<file path="config.mk">
export PLATFORM = sky130hd
export DESIGN_NAME = burst_reader
export DESIGN_NICKNAME = d
export VERILOG_FILES = /design/src/common/dram_fifo_pkg.sv /design/src/hw/burst_mover/burst_reader.sv
export VERILOG_INCLUDE_DIRS = /design/src /design/src/common
export SDC_FILE = /design/constraint.sdc
export NUM_CORES = 1
export LEC_CHECK = 0
export BUFFER_PORTS_ARGS = -buffer_cell sky130_fd_sc_hd__buf_2
export CAP_MARGIN = 25
export CORE_UTILIZATION = 54
export DETAILED_ROUTE_END_ITERATION = 10
export MAX_ROUTING_LAYER = met4
export PLACE_DENSITY = 0.72
export SYNTH_ARGS = -nofsm -noshare
export SYNTH_HDL_FRONTEND = slang
export SYNTH_SLANG_ARGS = --single-unit
</file>
<file path="constraint.sdc">
create_clock -name ddr3_axi_clk -period 16.7 [get_ports ddr3_axi_clk]
set_input_delay 0 -clock ddr3_axi_clk [delete_from_list [all_inputs] [get_ports ddr3_axi_clk]]
set_output_delay 0 -clock ddr3_axi_clk [all_outputs]
set_load 0.05 [all_outputs]
</file>
<file path="src/common/dram_fifo_macros.svh">
/*
  sizing constants for the burst-buffered stream fifo
  widths, burst length, memory depth and flush timeout
*/
`ifndef DRAM_FIFO_MACROS_SVH
`define DRAM_FIFO_MACROS_SVH

// --------------------
// stream and stored word
`define DF_DATA_W        64   // stream payload width
`define DF_WORD_W        65   // payload plus last flag

// --------------------
// burst shape
`define DF_BURST_LEN     8    // max words per burst
`define DF_LEN_W         4    // holds 0..DF_BURST_LEN

// --------------------
// backing store
`define DF_DEPTH         64   // words, small so it fills quickly
`define DF_ADDR_W        6    // log2 of depth
`define DF_LEVEL_W       7    // holds 0..DF_DEPTH

`define DF_FLUSH_TIMEOUT 32   // idle cycles before a partial burst goes out

`endif

</file>
<file path="src/common/dram_fifo_pkg.sv">
/*
  shared types for the burst-buffered stream fifo
  stored word layout and the fsm state / opcode enums
*/
`default_nettype none

`include "dram_fifo_macros.svh"

package dram_fifo_pkg;

  // one stored word, last flag sits above the payload
  typedef struct packed {
    logic                  last;  // end of packet marker
    logic [`DF_DATA_W-1:0] data;  // stream payload
  } fifo_word_t;

  // burst writer fsm
  typedef enum logic [1:0] {
    W_FILL,   // collecting input words
    W_REQ,    // waiting for a write grant
    W_BURST   // replaying staged words
  } wr_state_e;

  // burst reader fsm
  typedef enum logic [1:0] {
    R_REQ,    // asking for a read burst
    R_FILL,   // storing incoming beats
    R_DRAIN   // presenting words on the output
  } rd_state_e;

  // memory controller operation
  typedef enum logic [1:0] {
    M_IDLE,   // arbitrating
    M_WRITE,  // write burst in flight
    M_READ    // read burst in flight
  } mem_op_e;

endpackage

`default_nettype wire

</file>
<file path="src/hw/burst_mover/burst_reader.sv">
/*
  output side burst unpacker
  buffers one read burst, then drains it word by word to the stream
*/
`timescale 1ns/1ps
`default_nettype none

`include "dram_fifo_macros.svh"

module burst_reader (
  input  wire                       ddr3_axi_clk,
  input  wire                       i_rst_n,
  output logic                      o_rd_req,
  input  wire                       i_rd_valid,
  input  wire dram_fifo_pkg::fifo_word_t i_rd_word,
  input  wire                       i_rd_end,
  output logic [`DF_DATA_W-1:0]     o_m_tdata,
  output logic                      o_m_tlast,
  output logic                      o_m_tvalid,
  input  wire                       i_m_tready
);
  import dram_fifo_pkg::*;

  rd_state_e            state;
  fifo_word_t           rbuf [`DF_BURST_LEN];  // burst landing buffer
  fifo_word_t           head_word;             // word on the output
  logic [`DF_LEN_W-1:0] wr_idx;                // beats stored
  logic [`DF_LEN_W-1:0] rd_idx;                // words sent
  logic                 beat_in;
  logic                 m_xfer;
  logic                 last_out;

  assign beat_in  = i_rd_valid && (state != R_DRAIN);
  assign m_xfer   = o_m_tvalid && i_m_tready;
  assign last_out = (rd_idx == wr_idx - 1'b1);  // final buffered word

  // --------------------
  // stream side
  assign o_rd_req   = (state == R_REQ);         // only while buffer is empty
  assign head_word  = rbuf[rd_idx[`DF_LEN_W-2:0]];
  assign o_m_tvalid = (state == R_DRAIN);
  assign o_m_tdata  = head_word.data;
  assign o_m_tlast  = head_word.last;           // flag stays on its own word

  // buffer is not written while draining, so output holds under stall
  always_ff @(posedge ddr3_axi_clk) begin
    if (beat_in) begin
      rbuf[wr_idx[`DF_LEN_W-2:0]] <= i_rd_word;
    end
  end

  // --------------------
  // control fsm
  always_ff @(posedge ddr3_axi_clk) begin
    if (!i_rst_n) begin
      state  <= R_REQ;
      wr_idx <= '0;
      rd_idx <= '0;
    end else begin
      case (state)
        R_REQ, R_FILL: begin
          if (i_rd_valid) begin
            wr_idx <= wr_idx + 1'b1;
            state  <= i_rd_end ? R_DRAIN : R_FILL;  // single beat skips fill
          end
        end
        R_DRAIN: begin
          if (m_xfer) begin
            rd_idx <= rd_idx + 1'b1;
            if (last_out) begin
              state  <= R_REQ;
              wr_idx <= '0;
              rd_idx <= '0;
            end
          end
        end
        default: state <= R_REQ;
      endcase
    end
  end

endmodule

`default_nettype wire

</file>
==> metrics <==
status finished clean; Worst EP arrival around 4.2 ns; chain of cells forming the critical path buf_4 > buf_16 > buf_4 > mux4_2 > mux2_2 > buf_2; crit path max fanout between 40 and 50; clk_skew 0.0210 ns; Die Span Y 195 µm; CTS tree yes; vias in the first global route 9716; post-synth top area share 77.4%; H-tree levels 2; Final period util between 20 and 30%; initial detailed-routing violation count between 600 and 700; number of fill cells in the layout between 2000 and 2500; die width 195 µm; Die Area 38100 µm²; most numerous cell on the critical path buf_4; Final nets between 1000 and 1500; PwrDens 120 nW/µm²; synthesized area 20200 µm²; placed instance area 21400 µm²; final WL 37.6 mm; Synth Area in Simple Gates 0.849%; Min Hold Slack ~0.23 ns; CTS max path bufs 3; core area 36700 µm²; Slowest-stage cell, CP dfxtp_4; first-pass GRT wire length 57.1 mm; max cap viols 0; reg-to-reg startpoint state[0]; WP buf/inv 4; initial antenna violation count 1; Design Area, Final ~24000 µm²; via count 9132; ratio of cells with drive above 1 in the final layout between 30% and 40%; post-synthesis mux area share 18.1%; Slew headroom 33.7%; drt wl/cell 23.7 µm; Critical Setup Path Class register to output port; syn nets a little over 900; Hold Vio Cnt, Final 0; Pre-antenna DRT Iters 5; row cnt 70; Initial Utilization 55.0%; fmax 238 MHz; total track usage around a fifth; worst-margin pin slew 0.991 ns; Adder-Cell Fraction of Synth Area 0.186%; final setup violation count 0; area leader, netlist edfxtp_1; Worst Path Required approximately 17 ns; sequential share of the synthesized area 78.7%; Compound-Gate Fraction of Synth Area 0.471%; top cells by area, synth edfxtp_1 77%, mux4_2 15%, mux2_2 3.6%, dfxtp_1 1.3%, buf_6 0.61%; Detail Placement HPWL 19.1 mm; synth-to-layout area growth 18.5%; Clock Pin Slew Worst Setup and Hold Paths approximately 0.060 ns; CTS sink count between 500 and 600; final worst path period need 4.19 ns; # IOs 137; Congestion Overflow GR 0; hold path startpoint i_rd_word[17]; Port Buffer Count between 100 and 150; main combinational cell family by area after synthesis multiplexers; gp weighted congestion 0.720; worst skew pair latency 0.57 ns; fin util 65.2%; HP Class input pin to register; Pleak around 7.7 nW; largest net degree at the start of global routing 74; pins over their slew limit 0; Routed Antenna Nets 0; flops & latches, synth ~530; Root Buffer clkbuf_16; warning count from the yosys run 0; syn_area_per_cell between 20 and 25 µm²; critical path capture point type output port; via-per-instance ratio 5.75; Max VDD drop 0.0968 mV; Synth Instances 834; DRC errors left 0; RSZ-0062 raised after global routing false; critical path's top delay family buffers and inverters; Max stage delay on crit path 0.82 ns; startpoint types register; XOR/XNOR Fraction of Synth Area 0.391%; cts bufs inserted between 50 and 60; Unique masters post-synth 25; setup_tns 0 ns
==> worst paths after layout <==
path	endpoint	slack, ns	cells past startpoint
max	o_m_tdata[46]	12.51	6
min	rbuf[1][17]	0.23	2
max reg2reg	rbuf[3][43]	13.82	4
min reg2reg	wr_idx[3]	0.51	2
==> logic make-up after synthesis <==
| family | Yosys count |
|---|---|
| AOI/OAI and AO/OA | 11 |
| xor gates and xnor gates | 9 |
| adders and majority gates | 3 |
| buffers and inverters | 46 |
| DFF | 533 |
| muxes | 195 |
| and+or+nand+nor | 37 |
==> synth_stat cells <==
| master | number |
|---|---|
| buf_6 | 11 |
| ha_1 | 3 |
| o41ai_4 | 1 |
| nand2b_1 | 3 |
| dfxtp_1 | 13 |
| nand3b_1 | 3 |
| edfxtp_1 | 520 |
| a2111oi_0 | 1 |
| clkbuf_1 | 15 |
| buf_1 | 8 |
| a41oi_1 | 2 |
| nand3_1 | 6 |
| nor2_1 | 12 |
| nand2_1 | 8 |
| xnor2_1 | 5 |
| buf_2 | 5 |
| o21ai_1 | 2 |
| o22ai_1 | 2 |
| a21oi_1 | 2 |
| nor3_1 | 5 |
| xor2_1 | 4 |
| inv_1 | 7 |
| mux2_2 | 65 |
| mux4_2 | 130 |
| o41ai_1 | 1 |
==> per-layer routing <==
metal	vias to the layer above	GRT usage, %	part of all wire, %
met2	253	32.9	50
met5	-	-	0
met3	52	3.73	5.2
met4	0	4.99	1.4
li1	4040	-	-
met1	4787	28.8	44
==> placed cells by master (no fill, tap or decap), drive strengths merged <==
cell type    count
a2111oi          1
nand3            6
buf            154
clkinvlp         1
edfxtp         520
mux4           130
a41oi            2
nand2b           3
a21oi            2
xnor2            5
ha               3
nand3b           3
bufinv           3
inv              9
nand2            8
diode            1
clkbuf          68
clkinv          24
nor2            12
dfxtp           13
mux2            65
xor2             4
o22ai            2
o21ai            2
dlygate4sd3     71
nor3             5
o41ai            2
==> state kept, by name (all words and copies together), names as in the netlist, named ones only <==
name / flops
state: 2
rbuf: 520
wr_idx: 4
rd_idx: 4
==> area by class of cell <==
cell class                      instances  area [µm²]  share of cell area (%)
Multi-Input combinational cell        255        4100                    17.1
Antenna cell                            1        2.50                  0.0105
Clock inverter                         30         216                   0.905
Sequential cell                       533       15900                    66.4
Timing Repair Buffer                  225        1600                    6.70
Inverter                                7        26.3                   0.110
Clock buffer                           68        1500                    6.26
Tap cell                              468         586                    2.45
==> where the power goes <==
| part | internal (mW) | switching, mW |
|---|---|---|
| clock | 0.675 | 0.468 |
| combinational | 0.0789 | 0.139 |
| sequential | 1.50 | 0.0111 |
==> repair_timing <==
action / 4_1_cts / 5_1_grt
buffers inserted: 0 / 0
hold buffers: 71 / 0
hold endpoints to repair: 533 / 0
resized for setup: 0 / 0
==> metrics by stage <==
step / total power [mW] / setup WS [ns] / cells
2_1_floorplan: 1.69 / 11.05 / 834
3_3_place_gp: 1.74 / 12.82 / 1412
3_5_place_dp: 1.75 / 12.78 / 1413
4_1_cts: 2.90 / 12.15 / 1582
5_1_grt: 2.96 / 12.14 / 1587
6_report: 2.88 / 12.51 / 1587
Power figures use the tool's default switching activity.
