**config.mk**
```make
export PLATFORM = sky130hd
export DESIGN_NAME = burst_mem_ctrl
export DESIGN_NICKNAME = d
export VERILOG_FILES = /design/src/common/dram_fifo_pkg.sv /design/src/hw/burst_mem_ctrl.sv
export VERILOG_INCLUDE_DIRS = /design/src /design/src/common
export SDC_FILE = /design/constraint.sdc
export NUM_CORES = 2
export LEC_CHECK = 0
export BUFFER_PORTS_ARGS = -buffer_cell sky130_fd_sc_hd__buf_2
export CAP_MARGIN = 20
export CORE_ASPECT_RATIO = 1.4
export CORE_UTILIZATION = 40
export DETAILED_ROUTE_END_ITERATION = 10
export MAX_ROUTING_LAYER = met4
export SYNTH_ARGS = -nofsm -noshare
export SYNTH_HDL_FRONTEND = slang
export SYNTH_MEMORY_MAX_BITS = 65536
export SYNTH_SLANG_ARGS = --single-unit
```
**constraint.sdc**
```tcl
create_clock -name ddr3_axi_clk -period 10.59 [get_ports ddr3_axi_clk]
set_input_delay 1.059 -clock ddr3_axi_clk [delete_from_list [all_inputs] [get_ports ddr3_axi_clk]]
set_output_delay 1.059 -clock ddr3_axi_clk [all_outputs]
set_load 0.01 [all_outputs]
```
**src/common/dram_fifo_macros.svh**
```systemverilog
/*
  sizing constants for the burst-buffered stream fifo
  widths, burst length, memory depth and flush timeout
*/
`ifndef DRAM_FIFO_MACROS_SVH
`define DRAM_FIFO_MACROS_SVH

// --------------------
// stream and stored word
`define DF_DATA_W        64   // stream payload width
`define DF_WORD_W        65   // payload plus last flag

// --------------------
// burst shape
`define DF_BURST_LEN     8    // max words per burst
`define DF_LEN_W         4    // holds 0..DF_BURST_LEN

// --------------------
// backing store
`define DF_DEPTH         64   // words, small so it fills quickly
`define DF_ADDR_W        6    // log2 of depth
`define DF_LEVEL_W       7    // holds 0..DF_DEPTH

`define DF_FLUSH_TIMEOUT 32   // idle cycles before a partial burst goes out

`endif

```
**src/common/dram_fifo_pkg.sv**
```systemverilog
/*
  shared types for the burst-buffered stream fifo
  stored word layout and the fsm state / opcode enums
*/
`default_nettype none

`include "dram_fifo_macros.svh"

package dram_fifo_pkg;

  // one stored word, last flag sits above the payload
  typedef struct packed {
    logic                  last;  // end of packet marker
    logic [`DF_DATA_W-1:0] data;  // stream payload
  } fifo_word_t;

  // burst writer fsm
  typedef enum logic [1:0] {
    W_FILL,   // collecting input words
    W_REQ,    // waiting for a write grant
    W_BURST   // replaying staged words
  } wr_state_e;

  // burst reader fsm
  typedef enum logic [1:0] {
    R_REQ,    // asking for a read burst
    R_FILL,   // storing incoming beats
    R_DRAIN   // presenting words on the output
  } rd_state_e;

  // memory controller operation
  typedef enum logic [1:0] {
    M_IDLE,   // arbitrating
    M_WRITE,  // write burst in flight
    M_READ    // read burst in flight
  } mem_op_e;

endpackage

`default_nettype wire

```
**src/hw/burst_mem_ctrl.sv**
```systemverilog
/*
  shared word memory with wrapping pointers and fill level
  grants one write or read burst at a time, alternating on contention
*/
`timescale 1ns/1ps
`default_nettype none

`include "dram_fifo_macros.svh"

module burst_mem_ctrl (
  input  wire                       ddr3_axi_clk,
  input  wire                       i_rst_n,
  input  wire                       i_wr_req,
  input  wire  [`DF_LEN_W-1:0]      i_wr_len,
  output logic                      o_wr_gnt,
  input  wire                       i_wr_valid,
  input  wire dram_fifo_pkg::fifo_word_t i_wr_word,
  input  wire                       i_wr_end,
  input  wire                       i_rd_req,
  output logic                      o_rd_valid,
  output dram_fifo_pkg::fifo_word_t o_rd_word,
  output logic                      o_rd_end,
  output logic [`DF_LEVEL_W-1:0]    o_mem_level
);
  import dram_fifo_pkg::*;

  mem_op_e               op;
  fifo_word_t            mem [`DF_DEPTH];  // backing store
  logic [`DF_ADDR_W-1:0] wr_ptr;
  logic [`DF_ADDR_W-1:0] rd_ptr;
  logic [`DF_LEVEL_W-1:0] level;           // words held
  logic [`DF_LEVEL_W-1:0] free_space;
  logic [`DF_LEN_W-1:0]  wr_len_q;         // granted write length
  logic [`DF_LEN_W-1:0]  rd_issue;         // reads left to issue
  logic [`DF_LEN_W-1:0]  rd_burst_len;
  logic                  last_rd;          // last grant went to the reader
  logic                  wr_ok;
  logic                  rd_ok;
  logic                  pick_rd;
  logic                  wr_fire;
  logic                  rd_fire;

  // --------------------
  // space, level and arbitration
  assign free_space   = `DF_LEVEL_W'(`DF_DEPTH) - level;
  assign wr_ok        = i_wr_req && (free_space >= `DF_LEVEL_W'(i_wr_len));
  assign rd_ok        = i_rd_req && (level != '0);
  assign pick_rd      = rd_ok && (!wr_ok || !last_rd);  // round robin on tie
  assign rd_burst_len = (level >= `DF_LEVEL_W'(`DF_BURST_LEN)) ?
                        `DF_LEN_W'(`DF_BURST_LEN) : level[`DF_LEN_W-1:0];

  assign wr_fire     = (op == M_WRITE) && i_wr_valid;   // every beat accepted
  assign rd_fire     = (op == M_READ) && (rd_issue != '0);
  assign o_mem_level = level;

  // memory array, registered read
  always_ff @(posedge ddr3_axi_clk) begin
    if (wr_fire) begin
      mem[wr_ptr] <= i_wr_word;
    end
    if (rd_fire) begin
      o_rd_word <= mem[rd_ptr];
    end
  end

  // --------------------
  // operation fsm
  always_ff @(posedge ddr3_axi_clk) begin
    if (!i_rst_n) begin
      op         <= M_IDLE;
      o_wr_gnt   <= 1'b0;
      o_rd_valid <= 1'b0;
      o_rd_end   <= 1'b0;
      wr_ptr     <= '0;
      rd_ptr     <= '0;
      level      <= '0;
      wr_len_q   <= '0;
      rd_issue   <= '0;
      last_rd    <= 1'b0;
    end else begin
      o_wr_gnt   <= 1'b0;                           // grant is a single pulse
      o_rd_valid <= rd_fire;
      o_rd_end   <= rd_fire && (rd_issue == `DF_LEN_W'(1));
      if (rd_fire) begin
        rd_ptr   <= rd_ptr + 1'b1;                  // wraps at depth
        rd_issue <= rd_issue - 1'b1;
      end
      case (op)
        M_IDLE: begin
          if (pick_rd) begin
            op       <= M_READ;
            rd_issue <= rd_burst_len;
            level    <= level - `DF_LEVEL_W'(rd_burst_len);  // drop on grant
            last_rd  <= 1'b1;
          end else if (wr_ok) begin
            op       <= M_WRITE;
            o_wr_gnt <= 1'b1;
            wr_len_q <= i_wr_len;
            last_rd  <= 1'b0;
          end
        end
        M_WRITE: begin
          if (i_wr_valid) begin
            wr_ptr <= wr_ptr + 1'b1;
            if (i_wr_end) begin
              level <= level + `DF_LEVEL_W'(wr_len_q);  // burst now readable
              op    <= M_IDLE;
            end
          end
        end
        M_READ: begin
          if (o_rd_valid && o_rd_end) begin
            op <= M_IDLE;                           // final beat delivered
          end
        end
        default: op <= M_IDLE;
      endcase
    end
  end

endmodule

`default_nettype wire

```
==> results.py <==
metrics = {
    "global_routing": {
        "grt.total_usage": 0.225,
        "grt_max_degree": 160,
        "grt_antenna_before_repair": 50,
        "overflow": 0,
        "grt_first_pass_wirelength_mm": 623,
        "vias_in_the_first_global_route": 78600,
    },
    "floorplan": {
        "fp-row-count": 276,
        "core_area_sq_um": 403000,
        "area_enclosed_by_the_die_boundary_sq_um": 408000,
        "starting_density_of_the_core": 0.402,
        "top_level_ports": 150,
        "die_height_um": 755,
        "floorplan.die.width_um": 540,
    },
    "timing": {
        "final_max_slew_viol_count": 0,
        "finClkSkew_ns": 0.0705,
        "setup_viol": 0,
        "max_slew.worst_pin.slew_ns": 1.22,
        "period_needed_ns": 4.80,
        "final_min_period_over_clock_period": 0.453,
        "totalNegativeSetupSlack_ns": 0,
        "fin_hold_ws_ns": 0.356,
        "slew_headroom": 0.185,
        "max_clock_freq_mhz": 208,
        "unrepaired_setup_endpoints_after_global_routing": "false",
        "number_of_failing_hold_endpoints_at_the_final_stage": 0,
    },
    "critical_path": {
        "startpoint_type": "register",
        "reg2reg_depth": 8,
        "worst_ep_required_time_ns": 11.21,
        "cp_max_fo": 90,
        "worstPathArrival_ns": 5.41,
        "cp-end-kind": "register",
        "critical_path_class": "register to register",
    },
    "yosys": {
        "synth_largest_area_cell": "sky130_fd_sc_hd__edfxtp_1",
        "dominantRegCellSynth": "sky130_fd_sc_hd__edfxtp_1",
        "synth.ff_latch_count": 4258,
        "synth_warnings": 0,
        "synth_cell_types": 58,
        "synthesis.area_per_instance_sq_um": 23.5,
        "asyncSetResetFlopFracSynth": 0,
        "syn_area_sq_um": 162000,
        "seq_area_frac_synth": 0.787,
        "synth.net_count": 6992,
        "netlist_top_cells_area": "sky130_fd_sc_hd__edfxtp_1 78%, sky130_fd_sc_hd__mux4_2 16%, sky130_fd_sc_hd__nand2_1 0.72%",
        "netlist.area_leader.share": 0.782,
        "synth-edff-count": 4225,
        "syn_inst": 6899,
    },
    "routing": {
        "detail_route.drc_violations": 0,
        "wire_per_inst_um": 34.5,
        "drt-initial-drc-count": 8184,
        "detailedRoute.firstPassIterationCount": 8,
        "postRouteAntennaNets": 0,
        "vias": 76300,
        "routed_via_density": 5.90,
        "totalWireLength_mm": 447,
    },
    "clock_tree": {
        "number_of_buffers_created_by_cts": 401,
        "count_of_clock_tree_sinks": 4258,
        "htree_num_levels": 5,
        "insertion_delay_ns": 0.98,
        "post-cts-setup-buffer-count": 0,
        "tritoncts_clock_tree": "built",
        "cts-hold-fix-buffers": 0,
        "cts.clk_slew.worst_paths_ns": 0.06,
        "clockBufferDepth": 4,
        "postCtsResizedCells": 0,
        "cts_root_buffer": "sky130_fd_sc_hd__clkbuf_16",
    },
    "power_and_ir_drop": {
        "leakagePower_nw": 55.2,
        "switching_share": 0.210,
        "pwr-share-clk": 0.416,
        "power.internal_mw": 27.4,
        "pwr-share-seq": 0.539,
        "p_per_area_nw_per_um2": 189,
        "vdd.ir_drop.worst_mv": 0.143,
        "power_frac_comb": 0.045,
        "report.power.total_mw": 34.7,
        "netSwitchingPower_mw": 7.29,
    },
    "place": {
        "place_congestion": 0.789,
        "placement.cell_area_sq_um": 170000,
        "place_inst": 12200,
        "total_of_buffers_placed_on_input_and_output_ports": 149,
        "dp_hpwl_mm": 242,
    },
    "finish": {
        "register_area_sq_um": 128000,
        "design.final.nets": 7400,
        "layout_commonest_cell": "sky130_fd_sc_hd__edfxtp_1",
        "fin_cells": 12900,
        "area_added_between_synthesis_and_finish_pct": 13.4,
        "multi_input_combinational_cell_area_sq_um": 33300,
        "layout-drive-gt1-share": 0.290,
        "most-common-layout-cells": "4225 x sky130_fd_sc_hd__edfxtp_1, 1159 x sky130_fd_sc_hd__mux4_2, 410 x sky130_fd_sc_hd__clkbuf_16, 310 x sky130_fd_sc_hd__nand2_1, 177 x sky130_fd_sc_hd__buf_4",
        "fill_cells": 32900,
        "final_area_sq_um": 184000,
    },
    "outcome": {
        "status": "complete, no violations",
    },
    "run": {
        "max_cap_viol_count": 0,
    },
    "min_path": {
        "worstHoldPathType": "input port to register",
        "hold_path_depth": 3,
    },
}
==> per-layer routing <==
metal | vias to the layer above | global-route usage | wire length [um]
met5 | - | - | 0
met4 | 0 | 0.0786 | 17400
met3 | 742 | 0.0340 | 30800
met2 | 3065 | 0.383 | 233000
met1 | 42100 | 0.273 | 166000
li1 | 30400 | - | -
==> power groups by stage <==
stage          combinational, mW  sequential (mW)  clock [mW]
3_5_place_dp                1.57             19.1           0
3_3_place_gp                1.53             19.1           0
2_1_floorplan              0.964             19.0           0
5_1_grt                     1.70             18.7        15.2
4_1_cts                     1.58             18.7        14.6
6_report                    1.58             18.7        14.4
==> worst paths after layout <==
path | start | to | slack [ns]
min reg2reg | wr_len_q[3]$_SDFFE_PN0P_ | wr_len_q[3]$_SDFFE_PN0P_ | 0.48
min | i_wr_len[1] | wr_len_q[1]$_SDFFE_PN0P_ | 0.36
max reg2reg | rd_ptr[0]$_SDFFE_PN0P_ | o_rd_word[10]$_DFFE_PP_ | 5.79
max | rd_ptr[0]$_SDFFE_PN0P_ | o_rd_word[10]$_DFFE_PP_ | 5.79
==> sequential cells by signal, summed over array words and instances (netlist names) <==
name / count
mem: 4160
o_rd_word: 65
o_mem_level: 7
rd_ptr: 6
wr_ptr: 6
rd_issue: 4
wr_len_q: 4
op: 2
last_rd: 1
o_rd_end: 1
o_rd_valid: 1
o_wr_gnt: 1
==> per-stage QoR <==
step / util / setup slack, ns
4_1_cts: 0.454 / 5.74
3_3_place_gp: 0.421 / 5.76
2_1_floorplan: - / 1.63
6_report: 0.456 / 5.79
3_5_place_dp: 0.422 / 5.75
5_1_grt: 0.456 / 5.62
==> cells by family after synthesis <==
| logic type | Yosys count | synth area share |
|---|---|---|
| simple gates | 555 | 0.0150 |
| mux | 1263 | 0.167 |
| flops | 4258 | 0.787 |
| buf+inv | 395 | 0.0115 |
| fa+ha+maj | 18 | 0.00144 |
| xor+xnor | 17 | 0.000918 |
| compound gates | 393 | 0.0172 |
==> synthesized netlist by cell type, types with 37 or more instances <==
library cell,n
sky130_fd_sc_hd__nor2_1,103
sky130_fd_sc_hd__clkbuf_1,154
sky130_fd_sc_hd__buf_4,37
sky130_fd_sc_hd__buf_1,37
sky130_fd_sc_hd__buf_2,141
sky130_fd_sc_hd__a31oi_1,77
sky130_fd_sc_hd__nand2_1,311
sky130_fd_sc_hd__edfxtp_1,4225
sky130_fd_sc_hd__a22oi_1,103
sky130_fd_sc_hd__mux2i_1,98
sky130_fd_sc_hd__mux4_2,1159
sky130_fd_sc_hd__a211oi_1,80
sky130_fd_sc_hd__nor2b_1,83
==> area by class of cell <==
cell class | instances | share of cell area
diodes | 19 | 0.000259
clock buffers | 476 | 0.0572
clock inverters | 250 | 0.0135
inverters | 17 | 0.000388
multi-input cells | 2246 | 0.181
flip-flops and latches | 4258 | 0.694
well taps | 5282 | 0.0360
repair buffers | 383 | 0.0178
==> worst max-delay path, cell delays in order (launching register included) <==
cell and delay [ns]:
sky130_fd_sc_hd__dfxtp_4 0.87, sky130_fd_sc_hd__buf_4 0.75, sky130_fd_sc_hd__buf_12 0.56, sky130_fd_sc_hd__mux4_2 0.59
sky130_fd_sc_hd__nor2b_1 0.14, sky130_fd_sc_hd__a211oi_1 0.27, sky130_fd_sc_hd__a31oi_1 0.10, sky130_fd_sc_hd__a22oi_1 0.56
sky130_fd_sc_hd__nand2_1 0.30
Power figures use the tool's default switching activity.
