<file path="src/common/dram_fifo_macros.svh">
/*
  sizing constants for the burst-buffered stream fifo
  widths, burst length, memory depth and flush timeout
*/
`ifndef DRAM_FIFO_MACROS_SVH
`define DRAM_FIFO_MACROS_SVH

// --------------------
// stream and stored word
`define DF_DATA_W        64   // stream payload width
`define DF_WORD_W        65   // payload plus last flag

// --------------------
// burst shape
`define DF_BURST_LEN     8    // max words per burst
`define DF_LEN_W         4    // holds 0..DF_BURST_LEN

// --------------------
// backing store
`define DF_DEPTH         64   // words, small so it fills quickly
`define DF_ADDR_W        6    // log2 of depth
`define DF_LEVEL_W       7    // holds 0..DF_DEPTH

`define DF_FLUSH_TIMEOUT 32   // idle cycles before a partial burst goes out

`endif

</file>
<file path="src/common/dram_fifo_pkg.sv">
/*
  shared types for the burst-buffered stream fifo
  stored word layout and the fsm state / opcode enums
*/
`default_nettype none

`include "dram_fifo_macros.svh"

package dram_fifo_pkg;

  // one stored word, last flag sits above the payload
  typedef struct packed {
    logic                  last;  // end of packet marker
    logic [`DF_DATA_W-1:0] data;  // stream payload
  } fifo_word_t;

  // burst writer fsm
  typedef enum logic [1:0] {
    W_FILL,   // collecting input words
    W_REQ,    // waiting for a write grant
    W_BURST   // replaying staged words
  } wr_state_e;

  // burst reader fsm
  typedef enum logic [1:0] {
    R_REQ,    // asking for a read burst
    R_FILL,   // storing incoming beats
    R_DRAIN   // presenting words on the output
  } rd_state_e;

  // memory controller operation
  typedef enum logic [1:0] {
    M_IDLE,   // arbitrating
    M_WRITE,  // write burst in flight
    M_READ    // read burst in flight
  } mem_op_e;

endpackage

`default_nettype wire

</file>
<file path="src/hw/burst_mover/burst_writer.sv">
/*
  input side burst packer
  stages stream words and flushes a partial burst after an idle timeout
*/
`timescale 1ns/1ps
`default_nettype none

`include "dram_fifo_macros.svh"

module burst_writer (
  input  wire                       ddr3_axi_clk,
  input  wire                       i_rst_n,
  input  wire  [`DF_DATA_W-1:0]     i_s_tdata,
  input  wire                       i_s_tlast,
  input  wire                       i_s_tvalid,
  output logic                      o_s_tready,
  output logic                      o_wr_req,
  output logic [`DF_LEN_W-1:0]      o_wr_len,
  input  wire                       i_wr_gnt,
  output logic                      o_wr_valid,
  output dram_fifo_pkg::fifo_word_t o_wr_word,
  output logic                      o_wr_end
);
  import dram_fifo_pkg::*;

  wr_state_e            state;
  fifo_word_t           stage_mem [`DF_BURST_LEN];  // staging buffer
  logic [`DF_LEN_W-1:0] fill_cnt;                   // words staged
  logic [`DF_LEN_W-1:0] beat_idx;                   // replay position
  logic [$clog2(`DF_FLUSH_TIMEOUT+1)-1:0] idle_cnt; // cycles since last accept
  logic                 s_accept;
  logic                 buf_full;
  logic                 flush_due;

  assign buf_full   = (fill_cnt == `DF_LEN_W'(`DF_BURST_LEN));
  assign flush_due  = (idle_cnt == `DF_FLUSH_TIMEOUT) && (fill_cnt != '0);
  assign o_s_tready = (state == W_FILL) && !buf_full;  // room left and not busy
  assign s_accept   = i_s_tvalid && o_s_tready;

  // --------------------
  // burst side outputs
  assign o_wr_req   = (state == W_REQ);
  assign o_wr_len   = fill_cnt;                         // stable while waiting
  assign o_wr_valid = (state == W_BURST);
  assign o_wr_word  = stage_mem[beat_idx[`DF_LEN_W-2:0]];
  assign o_wr_end   = o_wr_valid && (beat_idx == fill_cnt - 1'b1);

  // staging storage for payload and last flag
  always_ff @(posedge ddr3_axi_clk) begin
    if (s_accept) begin
      stage_mem[fill_cnt[`DF_LEN_W-2:0]] <= '{last: i_s_tlast, data: i_s_tdata};
    end
  end

  // --------------------
  // control fsm
  always_ff @(posedge ddr3_axi_clk) begin
    if (!i_rst_n) begin
      state    <= W_FILL;
      fill_cnt <= '0;
      beat_idx <= '0;
      idle_cnt <= '0;
    end else begin
      case (state)
        W_FILL: begin
          if (s_accept) begin
            fill_cnt <= fill_cnt + 1'b1;
            idle_cnt <= '0;                       // restart on every word
          end else if (fill_cnt != '0 && !flush_due) begin
            idle_cnt <= idle_cnt + 1'b1;          // saturates at timeout
          end
          if (buf_full || (flush_due && !s_accept)) begin
            state <= W_REQ;
          end
        end
        W_REQ: begin
          if (i_wr_gnt) begin
            state    <= W_BURST;
            beat_idx <= '0;
          end
        end
        W_BURST: begin
          beat_idx <= beat_idx + 1'b1;            // one beat per cycle without gaps
          if (o_wr_end) begin
            state    <= W_FILL;
            fill_cnt <= '0;
            idle_cnt <= '0;
          end
        end
        default: state <= W_FILL;
      endcase
    end
  end

endmodule

`default_nettype wire

</file>
<file path="config.mk">
export PLATFORM = sky130hd
export DESIGN_NAME = burst_writer
export DESIGN_NICKNAME = d
export VERILOG_FILES = /design/src/common/dram_fifo_pkg.sv /design/src/hw/burst_mover/burst_writer.sv
export VERILOG_INCLUDE_DIRS = /design/src /design/src/common
export SDC_FILE = /design/constraint.sdc
export NUM_CORES = 1
export LEC_CHECK = 0
export BUFFER_PORTS_ARGS = -buffer_cell sky130_fd_sc_hd__buf_2
export CAP_MARGIN = 20
export CORE_UTILIZATION = 64
export DETAILED_ROUTE_END_ITERATION = 8
export PLACE_DENSITY = 0.87
export RECOVER_POWER = 100
export SLEW_MARGIN = 20
export SYNTH_ARGS = -nofsm -noshare
export SYNTH_HDL_FRONTEND = slang
export SYNTH_SLANG_ARGS = --single-unit
</file>
<file path="constraint.sdc">
create_clock -name ddr3_axi_clk -period 9.9 [get_ports ddr3_axi_clk]
set_input_delay 0.495 -clock ddr3_axi_clk [delete_from_list [all_inputs] [get_ports ddr3_axi_clk]]
set_output_delay 0.495 -clock ddr3_axi_clk [all_outputs]
set_load 0.02 [all_outputs]
</file>
==> flow_summary.yaml, run 1 <==
run_status:
  status: "complete, but fails checks"
  violations: "capacitance limit, slew limit"
detailed_routing:
  num_vias: 9511
  drt_first_pass_iters: 5
  drtIter0Drc: 867
  routed_via_density: 6.349
  drc: 0
  detail-route-antenna-nets: 0
  wl_per_cell_um: 26.53
  route.final.wire_length_mm: 39.74
logic_synthesis:
  synthTopCellsByCount: "edfxtp_1, mux4_2, mux2_2"
  synth_area_per_cell_um2: 23.29
  ys_ff_latch: 539
  synth-xor-area-share: 0.003703
  synthSimpleGateAreaFrac: 0.01554
  synth_fa_ha_area_frac: 0.003643
  synth_top_family_by_area: "multiplexers"
  syn_area_mm2: 0.02061
  synth_cell_types: 42
  yosysSeqAreaShare: 0.7761
  synth_compound_area_frac: 0.008196
  synth_area_leaders: "edfxtp_1, mux4_2, mux2_2, dfxtp_1, buf_6"
  synth_top_area_frac: 0.7576
  synth_cells: 885
  synth-async-reset-ratio: 0
  yosysMostFrequentCell: "edfxtp_1"
  syn_nets: 960
  synth_mux_area_frac: 0.1781
  synth-edff-count: 520
  synth_top_cell_by_area: "edfxtp_1"
  yosysWarnings: 0
  ys.flop_type: "edfxtp_1"
cts:
  cts_tree: "yes"
  post_cts_buffers: 0
  cts_sinks: 539
  cts_max_level: 2
  holdBufCountCts: 0
  clk_latency_ns: 0.56
  clkSlewWorstSetupHoldPaths_ns: 0.06
  post_cts_resized: 0
  cts_buffer_depth: 3
  numCtsBuffers: 52
  cts_root_buffer: "clkbuf_16"
timing:
  setup_tns_ns: 0
  fmax_mhz: 154.2
  hold_viol: 0
  maxSlewViolCount: 525
  holdWs_ns: 0.2337
  tightest_slew_ns: 4.777
  finalSetupViolCount: 0
  grt_setup_unrepaired: "false"
  period_share: 0.6552
  fin_crit_ns: 6.486
  fin_skew_ns: 0.01944
  maxSlewHeadroom: -2.184
  setup_slack_ns: 3.414
finish:
  finalNonFillerCells: 1498
  fin_util: 0.7325
  fin_nets: 1132
  drive_above_1_share: 0.2580
  num-fill-cells: 1770
  area_growth_syn_to_layout_pct: 12.43
critical_path:
  worst-r2r-setup-slack_ns: 3.41
  rr_endpoint: "stage_mem[4][42]$_DFFE_PP_"
  cp-end-kind: "flip-flop"
  worstPathArrival_ns: 6.59
  required_ns: 10.01
  rr_startpoint: "o_wr_len[1]$_SDFFE_PN0P_"
  worst_setup_path_start_kind: "flip-flop"
  path_cells: "inv_1, ha_1, nand3b_2, and3_1, nand2_1, nor2_1, clkbuf_1"
  cpPeakStageDelay_ns: 2.27
  cp_max_fo: 38
  cp_slowest_cell: "nor2_1"
  crit_type: "flip-flop to flip-flop"
  reg2regPathDepth: 7
power_and_ir_drop:
  power_per_cell_area_mw_per_mm2: 201.2
  irDropWorstVdd_mv: 0.1759
  leakage_uw: 0.007059
grt:
  overflow: 0
  grt_max_degree: 71
  grt_pass1_vias: 9811
  grt_pass1_wl_mm: 59.57
  antenna_found_initial: 3
  grt_usage: 0.2474
placed_design:
  hpwl_mm: 20.13
  portBuffers: 141
  dp_worst_setup_slack_ns: 6.248
  dpl.cell_count: 1402
  place_congestion: 0.7794
die:
  die_y_um: 181.5
  rows: 65
  start_util: 0.6515
  dieArea_mm2: 0.03292
  core_mm2: 0.03164
  die_width_um: 181.5
  ioPinCount: 142
hold_path:
  hold_start: "i_wr_gnt"
  min_path_type: "input pin to flip-flop"
  hold_depth: 3
  holdPathEnd: "state[1]$_SDFFE_PN0P_"
run:
  max_cap_viol_count: 13
[worst max-delay path: cells and delay by family, from the launching register on]
kind,cells,cell delay (ns)
buf+inv,2,2.23
fa+ha+maj,1,0.24
flops,1,0.51
simple gates,4,3.02
[layout make-up]
cell class	count	area, µm²	area share
Antenna cell	3	7.507	0.0003240
Multi-Input combinational cell	293	4302	0.1856
Tap cell	402	503.0	0.02171
Clock inverter	28	307.8	0.01328
Inverter	13	48.80	0.002106
Sequential cell	539	16000	0.6906
Clock buffer	62	1360	0.05869
Timing Repair Buffer	158	640.6	0.02765
[through the flow]
| step | cell area, µm² | total power, µW |
|---|---|---|
| floorplan | 20610 | 2696 |
| global placement | 21720 | 2764 |
| detailed placement | 21770 | 2774 |
| CTS | 23440 | 4699 |
| global route | 23170 | 4791 |
| finish | 23170 | 4661 |
[worst max-delay path by stage]
stage                                 end  depth (start not counted)                      from  slack (ns)
5_1_grt        stage_mem[2][15]$_DFFE_PP_                          7  o_wr_len[1]$_SDFFE_PN0P_        2.95
3_3_place_gp   stage_mem[5][62]$_DFFE_PP_                          7  o_wr_len[1]$_SDFFE_PN0P_        6.29
2_1_floorplan   stage_mem[1][0]$_DFFE_PP_                          7  o_wr_len[1]$_SDFFE_PN0P_        3.50
3_5_place_dp                 o_wr_word[8]                          4                 flip-flop        6.25
6_report       stage_mem[4][42]$_DFFE_PP_                          7  o_wr_len[1]$_SDFFE_PN0P_        3.41
4_1_cts                     o_wr_word[20]                          4                 flip-flop        5.64
[cells in the final DEF (no fill, tap or decap), types with 5 or more instances in the layout]
| master | netlist | final |
|---|---|---|
| nor2_1 | 13 | 11 |
| dfxtp_1 | 19 | 17 |
| mux2_2 | 65 | 58 |
| ha_1 | 6 | 6 |
| nand2_1 | 15 | 15 |
| nand3_1 | 9 | 10 |
| xnor2_1 | 5 | 5 |
| clkbuf_16 | 0 | 53 |
| buf_2 | 9 | 13 |
| bufinv_16 | 0 | 7 |
| mux2_1 | 0 | 7 |
| inv_1 | 12 | 12 |
| nor3_1 | 5 | 6 |
| clkbuf_1 | 14 | 150 |
| clkinv_1 | 1 | 12 |
| a21oi_1 | 12 | 12 |
| mux4_2 | 130 | 130 |
| clkinv_2 | 0 | 8 |
| edfxtp_1 | 520 | 520 |
[registers in the layout, summed over array words and instances (netlist names), named ones only]
signal     flops
beat_idx       4
idle_cnt       6
o_wr_len       4
stage_mem    520
state          2
[power breakdown]
group / switching [µW] / leakage [µW] / internal, µW
registers: 12.5 / 0.00488 / 2550
logic: 109 / 0.00136 / 50.0
clock network: 787 / 0.000815 / 1150
total: 908 / 0.00706 / 3750
[logic make-up after synthesis]
logic type,count (synthesis)
buffers and inverters,53
xor gates and xnor gates,7
muxes,196
AOI/OAI and AO/OA,27
DFF,539
and+or+nand+nor,57
adders and majority gates,6
[metal layers]
metal  part of all wire  GRT usage
met1               0.39     0.3249
met2               0.51     0.4168
met3              0.069    0.05295
met4              0.028    0.08542
met5                  0          0
(Power assumes the default switching activity.)
==> inputs of run 2 (changes only) <==
--- a/config.mk
+++ b/config.mk
@@ -8,9 +8,9 @@
 export LEC_CHECK = 0
 export BUFFER_PORTS_ARGS = -buffer_cell sky130_fd_sc_hd__buf_2
 export CAP_MARGIN = 20
-export CORE_UTILIZATION = 64
+export CORE_UTILIZATION = 60
 export DETAILED_ROUTE_END_ITERATION = 8
-export PLACE_DENSITY = 0.87
+export PLACE_DENSITY = 0.82
 export RECOVER_POWER = 100
 export SLEW_MARGIN = 20
 export SYNTH_ARGS = -nofsm -noshare
==> constraint.sdc (replaced) <==
create_clock -name ddr3_axi_clk -period 6.3 [get_ports ddr3_axi_clk]
set_input_delay 0.315 -clock ddr3_axi_clk [delete_from_list [all_inputs] [get_ports ddr3_axi_clk]]
set_output_delay 0.315 -clock ddr3_axi_clk [all_outputs]
set_load 0.02 [all_outputs]
==> run 2 against run 1 <==
Net effect: the run still ends with capacitance limit, slew limit left; flip-flop and latch count unchanged; die area up 6.6%; clock power up 52%; via count up 2.7%; combinational power up 69%; largest cell class unchanged.
==> flow_summary.yaml, run 2 (same netlist as run 1, synthesis figures left out) <==
detailed_routing:
  drc: 0
  drtIter0Drc: 779
  route.final.wire_length_mm: 40.86
  detail-route-antenna-nets: 0
  num_vias: 9764
  drt_first_pass_iters: 5
  routed_via_density: 6.223
  wl_per_cell_um: 26.04
placed_design:
  dpl.cell_count: 1448
  hpwl_mm: 22.08
  portBuffers: 141
  place_congestion: 0.7725
timing:
  maxSlewViolCount: 344
  tightest_slew_ns: 2.747
  hold_viol: 0
  period_share: 0.7375
  fmax_mhz: 215.2
  finalSetupViolCount: 0
  fin_skew_ns: 0.02682
  grt_setup_unrepaired: "false"
  setup_tns_ns: 0
  fin_crit_ns: 4.646
  maxSlewHeadroom: -0.8311
die:
  start_util: 0.6116
  rows: 67
  dieArea_mm2: 0.03509
  ioPinCount: 142
  core_mm2: 0.03370
  die_width_um: 187.3
  die_y_um: 187.3
power_and_ir_drop:
  p_comb_frac: 0.037
  power.switching_uw: 1492
  internal_power_uw: 5736
  clkPwrFrac: 0.406
  irDropWorstVdd_mv: 0.2500
  p_seq_frac: 0.557
  p_sw_frac: 0.2064
  leakage_uw: 0.007166
  total_power_uw: 7227
  power_per_cell_area_mw_per_mm2: 308.2
critical_path:
  cp-end-kind: "output port"
  reg2regPathDepth: 7
  required_ns: 5.98
  worst-r2r-setup-slack_ns: 1.69
  worstPathArrival_ns: 4.33
  worst_setup_path_start_kind: "flip-flop"
  rr_endpoint: "stage_mem[5][23]$_DFFE_PP_"
  rr_startpoint: "o_wr_len[1]$_SDFFE_PN0P_"
  crit_type: "flip-flop to output port"
  cp_max_fo: 41
run_status:
  violations: "capacitance limit, slew limit"
  status: "complete, but fails checks"
finish:
  fin_util: 0.6960
  largest_reg_flops: 520
  area_growth_syn_to_layout_pct: 13.80
  drive_above_1_share: 0.2612
  fin_nets: 1153
  layout.cells.most_common_list: "edfxtp_1, clkbuf_1, mux4_2"
  mostFrequentLayoutCell: "edfxtp_1"
  finalNonFillerCells: 1569
  num-fill-cells: 2030
cts:
  clkSlewWorstSetupHoldPaths_ns: 0.06
  cts_root_buffer: "clkbuf_16"
  cts_sinks: 539
  clk_latency_ns: 0.59
  cts_buffer_depth: 3
  cts_max_level: 2
  cts_tree: "yes"
  post_cts_buffers: 0
  numCtsBuffers: 52
grt:
  grt_pass1_vias: 10230
  grt_pass1_wl_mm: 62.05
  overflow: 0
  grt_usage: 0.2386
  grt_max_degree: 77
  antenna_found_initial: 3
hold_path:
  hold_depth: 3
  hold_start: "i_wr_gnt"
  holdPathEnd: "state[1]$_SDFFE_PN0P_"
  min_path_type: "input pin to flip-flop"
run:
  max_cap_viol_count: 9
==> run 2: worst max-delay path, stage by stage (launching register included) <==
cell	delay, ns
dfxtp_1	0.62
clkbuf_1	1.89
buf_12	0.32
mux4_2	0.34
mux2_1	0.37
buf_2	0.18
==> run 2: per-layer routing <==
metal,wire (µm),part of all wire,GRT usage,vias to the layer above
met3,2196,0.054,0.03921,63
met4,819,0.020,0.06116,0
met1,16280,0.40,0.3208,5227
met2,21570,0.53,0.4114,364
met5,0,0,0,-
li1,-,-,-,4110
==> run 2: worst max path at each step <==
stage | start | endpoint | slack, ns | depth (start not counted)
finish | flip-flop | o_wr_word[3] | 1.65 | 5
global route | o_wr_len[1]$_SDFFE_PN0P_ | stage_mem[5][61]$_DFFE_PP_ | 1.33 | 7
CTS | flip-flop | o_wr_word[37] | 2.67 | 4
detailed placement | o_wr_len[1]$_SDFFE_PN0P_ | stage_mem[7][15]$_DFFE_PP_ | 2.86 | 7
global placement | o_wr_len[1]$_SDFFE_PN0P_ | stage_mem[5][20]$_DFFE_PP_ | 2.91 | 7
floorplan | o_wr_len[1]$_SDFFE_PN0P_ | stage_mem[7][0]$_DFFE_PP_ | 1.61 | 7
==> run 2: metrics by stage <==
stage          hold WS [ns]  setup WS [ns]  area, µm²
6_report            0.02749          1.654      23450
5_1_grt             0.04401          1.328      23450
4_1_cts            0.001508          2.675      23660
3_5_place_dp         0.4888          2.859      21820
3_3_place_gp         0.4764          2.909      21820
2_1_floorplan        0.4139          1.611      20620
==> run 2: power groups by stage <==
stage	clock network (µW)	logic (µW)	registers (µW)
6_report	2940	268	4020
5_1_grt	3110	287	4030
4_1_cts	2980	288	4020
3_5_place_dp	0	271	4090
3_3_place_gp	0	260	4090
2_1_floorplan	0	140	4090
==> run 2: area by class of cell <==
type | count | area, µm² | area share
Inverter | 13 | 48.80 | 0.002081
Multi-Input combinational cell | 293 | 4324 | 0.1844
Sequential cell | 539 | 16000 | 0.6823
Timing Repair Buffer | 179 | 893.4 | 0.03809
Clock inverter | 28 | 232.7 | 0.009923
Antenna cell | 3 | 7.507 | 0.0003201
Tap cell | 448 | 560.5 | 0.02390
Clock buffer | 66 | 1384 | 0.05900
==> run 2: repair_timing <==
| action | in CTS | in global routing |
|---|---|---|
| endpoints found under the setup margin | 0 | 0 |
| resized for setup | 0 | 0 |
| hold buffers | 23 | 0 |
| hold endpoints to repair | 140 | 0 |
==> inputs of run 3 (changes only) <==
--- a/config.mk
+++ b/config.mk
@@ -8,9 +8,9 @@
 export LEC_CHECK = 0
 export BUFFER_PORTS_ARGS = -buffer_cell sky130_fd_sc_hd__buf_2
 export CAP_MARGIN = 20
-export CORE_UTILIZATION = 60
+export CORE_UTILIZATION = 54
 export DETAILED_ROUTE_END_ITERATION = 8
-export PLACE_DENSITY = 0.82
+export PLACE_DENSITY = 0.78
 export RECOVER_POWER = 100
 export SLEW_MARGIN = 20
 export SYNTH_ARGS = -nofsm -noshare
==> constraint.sdc (replaced) <==
create_clock -name ddr3_axi_clk -period 4 [get_ports ddr3_axi_clk]
set_input_delay 0.2 -clock ddr3_axi_clk [delete_from_list [all_inputs] [get_ports ddr3_axi_clk]]
set_output_delay 0.2 -clock ddr3_axi_clk [all_outputs]
set_load 0.02 [all_outputs]
==> run 3 against run 2 <==
Net effect: the run now ends clean; wire length is 0.79% higher; register-to-register slack got worse by 1.0 ns; critical path depth shrank 1; clock skew is 0.015 ns lower; global-route usage down 2.4 points; sequential power grew 57%; largest power group unchanged.
==> flow_summary.yaml, run 3 (same netlist as run 1, synthesis figures left out) <==
run_status:
  status: "finished clean"
critical_path:
  required_ns: 3.80
  cp-end-kind: "output port"
  rr_startpoint: "o_wr_len[1]$_SDFFE_PN0P_"
  crit_end: "o_wr_word[57]"
  crit_type: "flip-flop to output port"
  worst-r2r-setup-slack_ns: 0.64
  worst_setup_path_start_kind: "flip-flop"
  worstPathArrival_ns: 3.26
  rr_endpoint: "stage_mem[4][15]$_DFFE_PP_"
  cp_max_fo: 44
  path_cells: "clkbuf_2, mux4_2, mux2_1, buf_2"
  reg2regPathDepth: 7
  cp_slowest_cell: "dfxtp_2"
  cpPeakStageDelay_ns: 1.15
run:
  max_cap_viol_count: 0
timing:
  fin_skew_ns: 0.01146
  fin_crit_ns: 3.457
  finalSetupViolCount: 0
  grt_setup_unrepaired: "false"
  holdWs_ns: 0.03797
  period_share: 0.8641
  maxSlewViolCount: 0
  setup_tns_ns: 0
  hold_viol: 0
  tightest_slew_ns: 1.342
  maxSlewHeadroom: 0.1055
  fmax_mhz: 289.3
hold_path:
  min_path_type: "input pin to flip-flop"
  hold_start: "i_s_tvalid"
  hold_depth: 3
finish:
  fin_util: 0.6399
  mostFrequentLayoutCell: "edfxtp_1"
  largest_reg_flops: 520
  fin_nets: 1204
  drive_above_1_share: 0.2624
  finalNonFillerCells: 1683
  area_growth_syn_to_layout_pct: 16.66
  layout.cells.most_common_list: "edfxtp_1, clkbuf_1, mux4_2"
  num-fill-cells: 2482
  multi_input_comb_area_mm2: 0.004320
  area.sequential_mm2: 0.01600
cts:
  cts_sinks: 539
  clkSlewWorstSetupHoldPaths_ns: 0.06
  clk_latency_ns: 0.57
  cts_buffer_depth: 3
  cts_max_level: 2
  post_cts_buffers: 0
  post_cts_resized: 0
  cts_tree: "yes"
  numCtsBuffers: 52
  cts_root_buffer: "clkbuf_16"
  holdBufCountCts: 67
die:
  ioPinCount: 142
  core_mm2: 0.03758
  dieArea_mm2: 0.03895
  start_util: 0.5485
  die_width_um: 197.4
  rows: 71
  die_y_um: 197.4
grt:
  antenna_found_initial: 3
  grt_use_met1: 0.2939
  grt_max_degree: 66
  use_met3: 0.03859
  use_met2: 0.3581
  grt_usage: 0.2150
  grt_pass1_vias: 10390
  overflow: 0
  busiest_layer: "met2"
  grt_pass1_wl_mm: 61.88
power_and_ir_drop:
  irDropWorstVdd_mv: 0.3171
  leakage_uw: 0.007412
  p_sw_frac: 0.2022
  p_seq_frac: 0.554
  internal_power_uw: 9113
  p_comb_frac: 0.040
  clkPwrFrac: 0.405
  power.switching_uw: 2310
  power_per_cell_area_mw_per_mm2: 475.1
detailed_routing:
  detail-route-antenna-nets: 0
  routed_via_density: 5.870
  drtIter0Drc: 857
  route.final.wire_length_mm: 41.18
  wl_per_cell_um: 24.47
  drc: 0
  num_vias: 9879
  drt_first_pass_iters: 5
placed_design:
  place_congestion: 0.7896
  dpl.cell_count: 1519
  portBuffers: 141
  hpwl_mm: 21.67
[run 3: metal layers]
| metal | vias up | wire length, µm |
|---|---|---|
| met3 | 65 | 2852 |
| met2 | 422 | 20930 |
| met4 | 2 | 755 |
| met1 | 5162 | 16630 |
| met5 | - | 13 |
| li1 | 4228 | - |
[run 3: area by class of cell]
type,count,share of cell area
antenna,2,0.0002081
multi-input combinational,293,0.1797
tap,511,0.02659
clock buffer,66,0.05761
sequential,539,0.6656
clock inverter,29,0.009367
timing repair buffer,230,0.05891
inverter,13,0.002029
[run 3: worst max-delay path, delay by kind of cell, from the launching register on]
| family | cells | cell delay (ns) |
|---|---|---|
| flip-flops | 1 | 1.15 |
| buffers and inverters | 2 | 0.79 |
| multiplexers | 2 | 0.74 |
[run 3: power by group through the flow]
| stage | Combinational [µW] | Sequential [µW] | Clock [µW] |
|---|---|---|---|
| finish | 458 | 6330 | 4630 |
| CTS | 493 | 6330 | 4700 |
| global placement | 422 | 6430 | 0 |
| detailed placement | 433 | 6440 | 0 |
| floorplan | 222 | 6450 | 0 |
| global route | 493 | 6340 | 4910 |
[run 3: worst min path at each step]
stage                                      end
CTS                      state[0]$_SDFFE_PN0P_
global placement     stage_mem[6][8]$_DFFE_PP_
detailed placement  stage_mem[3][62]$_DFFE_PP_
floorplan            stage_mem[0][0]$_DFFE_PP_
finish                   state[0]$_SDFFE_PN0P_
global route             state[0]$_SDFFE_PN0P_
[run 3: stage by stage]
stage | setup WS [ns] | total power, µW | cell area [µm²]
final | 0.5435 | 11420 | 24040
after CTS | 0.7610 | 11520 | 24340
after global placement | 1.253 | 6857 | 22060
after floorplan | -0.6886 | 6667 | 20620
after global routing | 0.3639 | 11740 | 24040
after detailed placement | 1.157 | 6875 | 22060
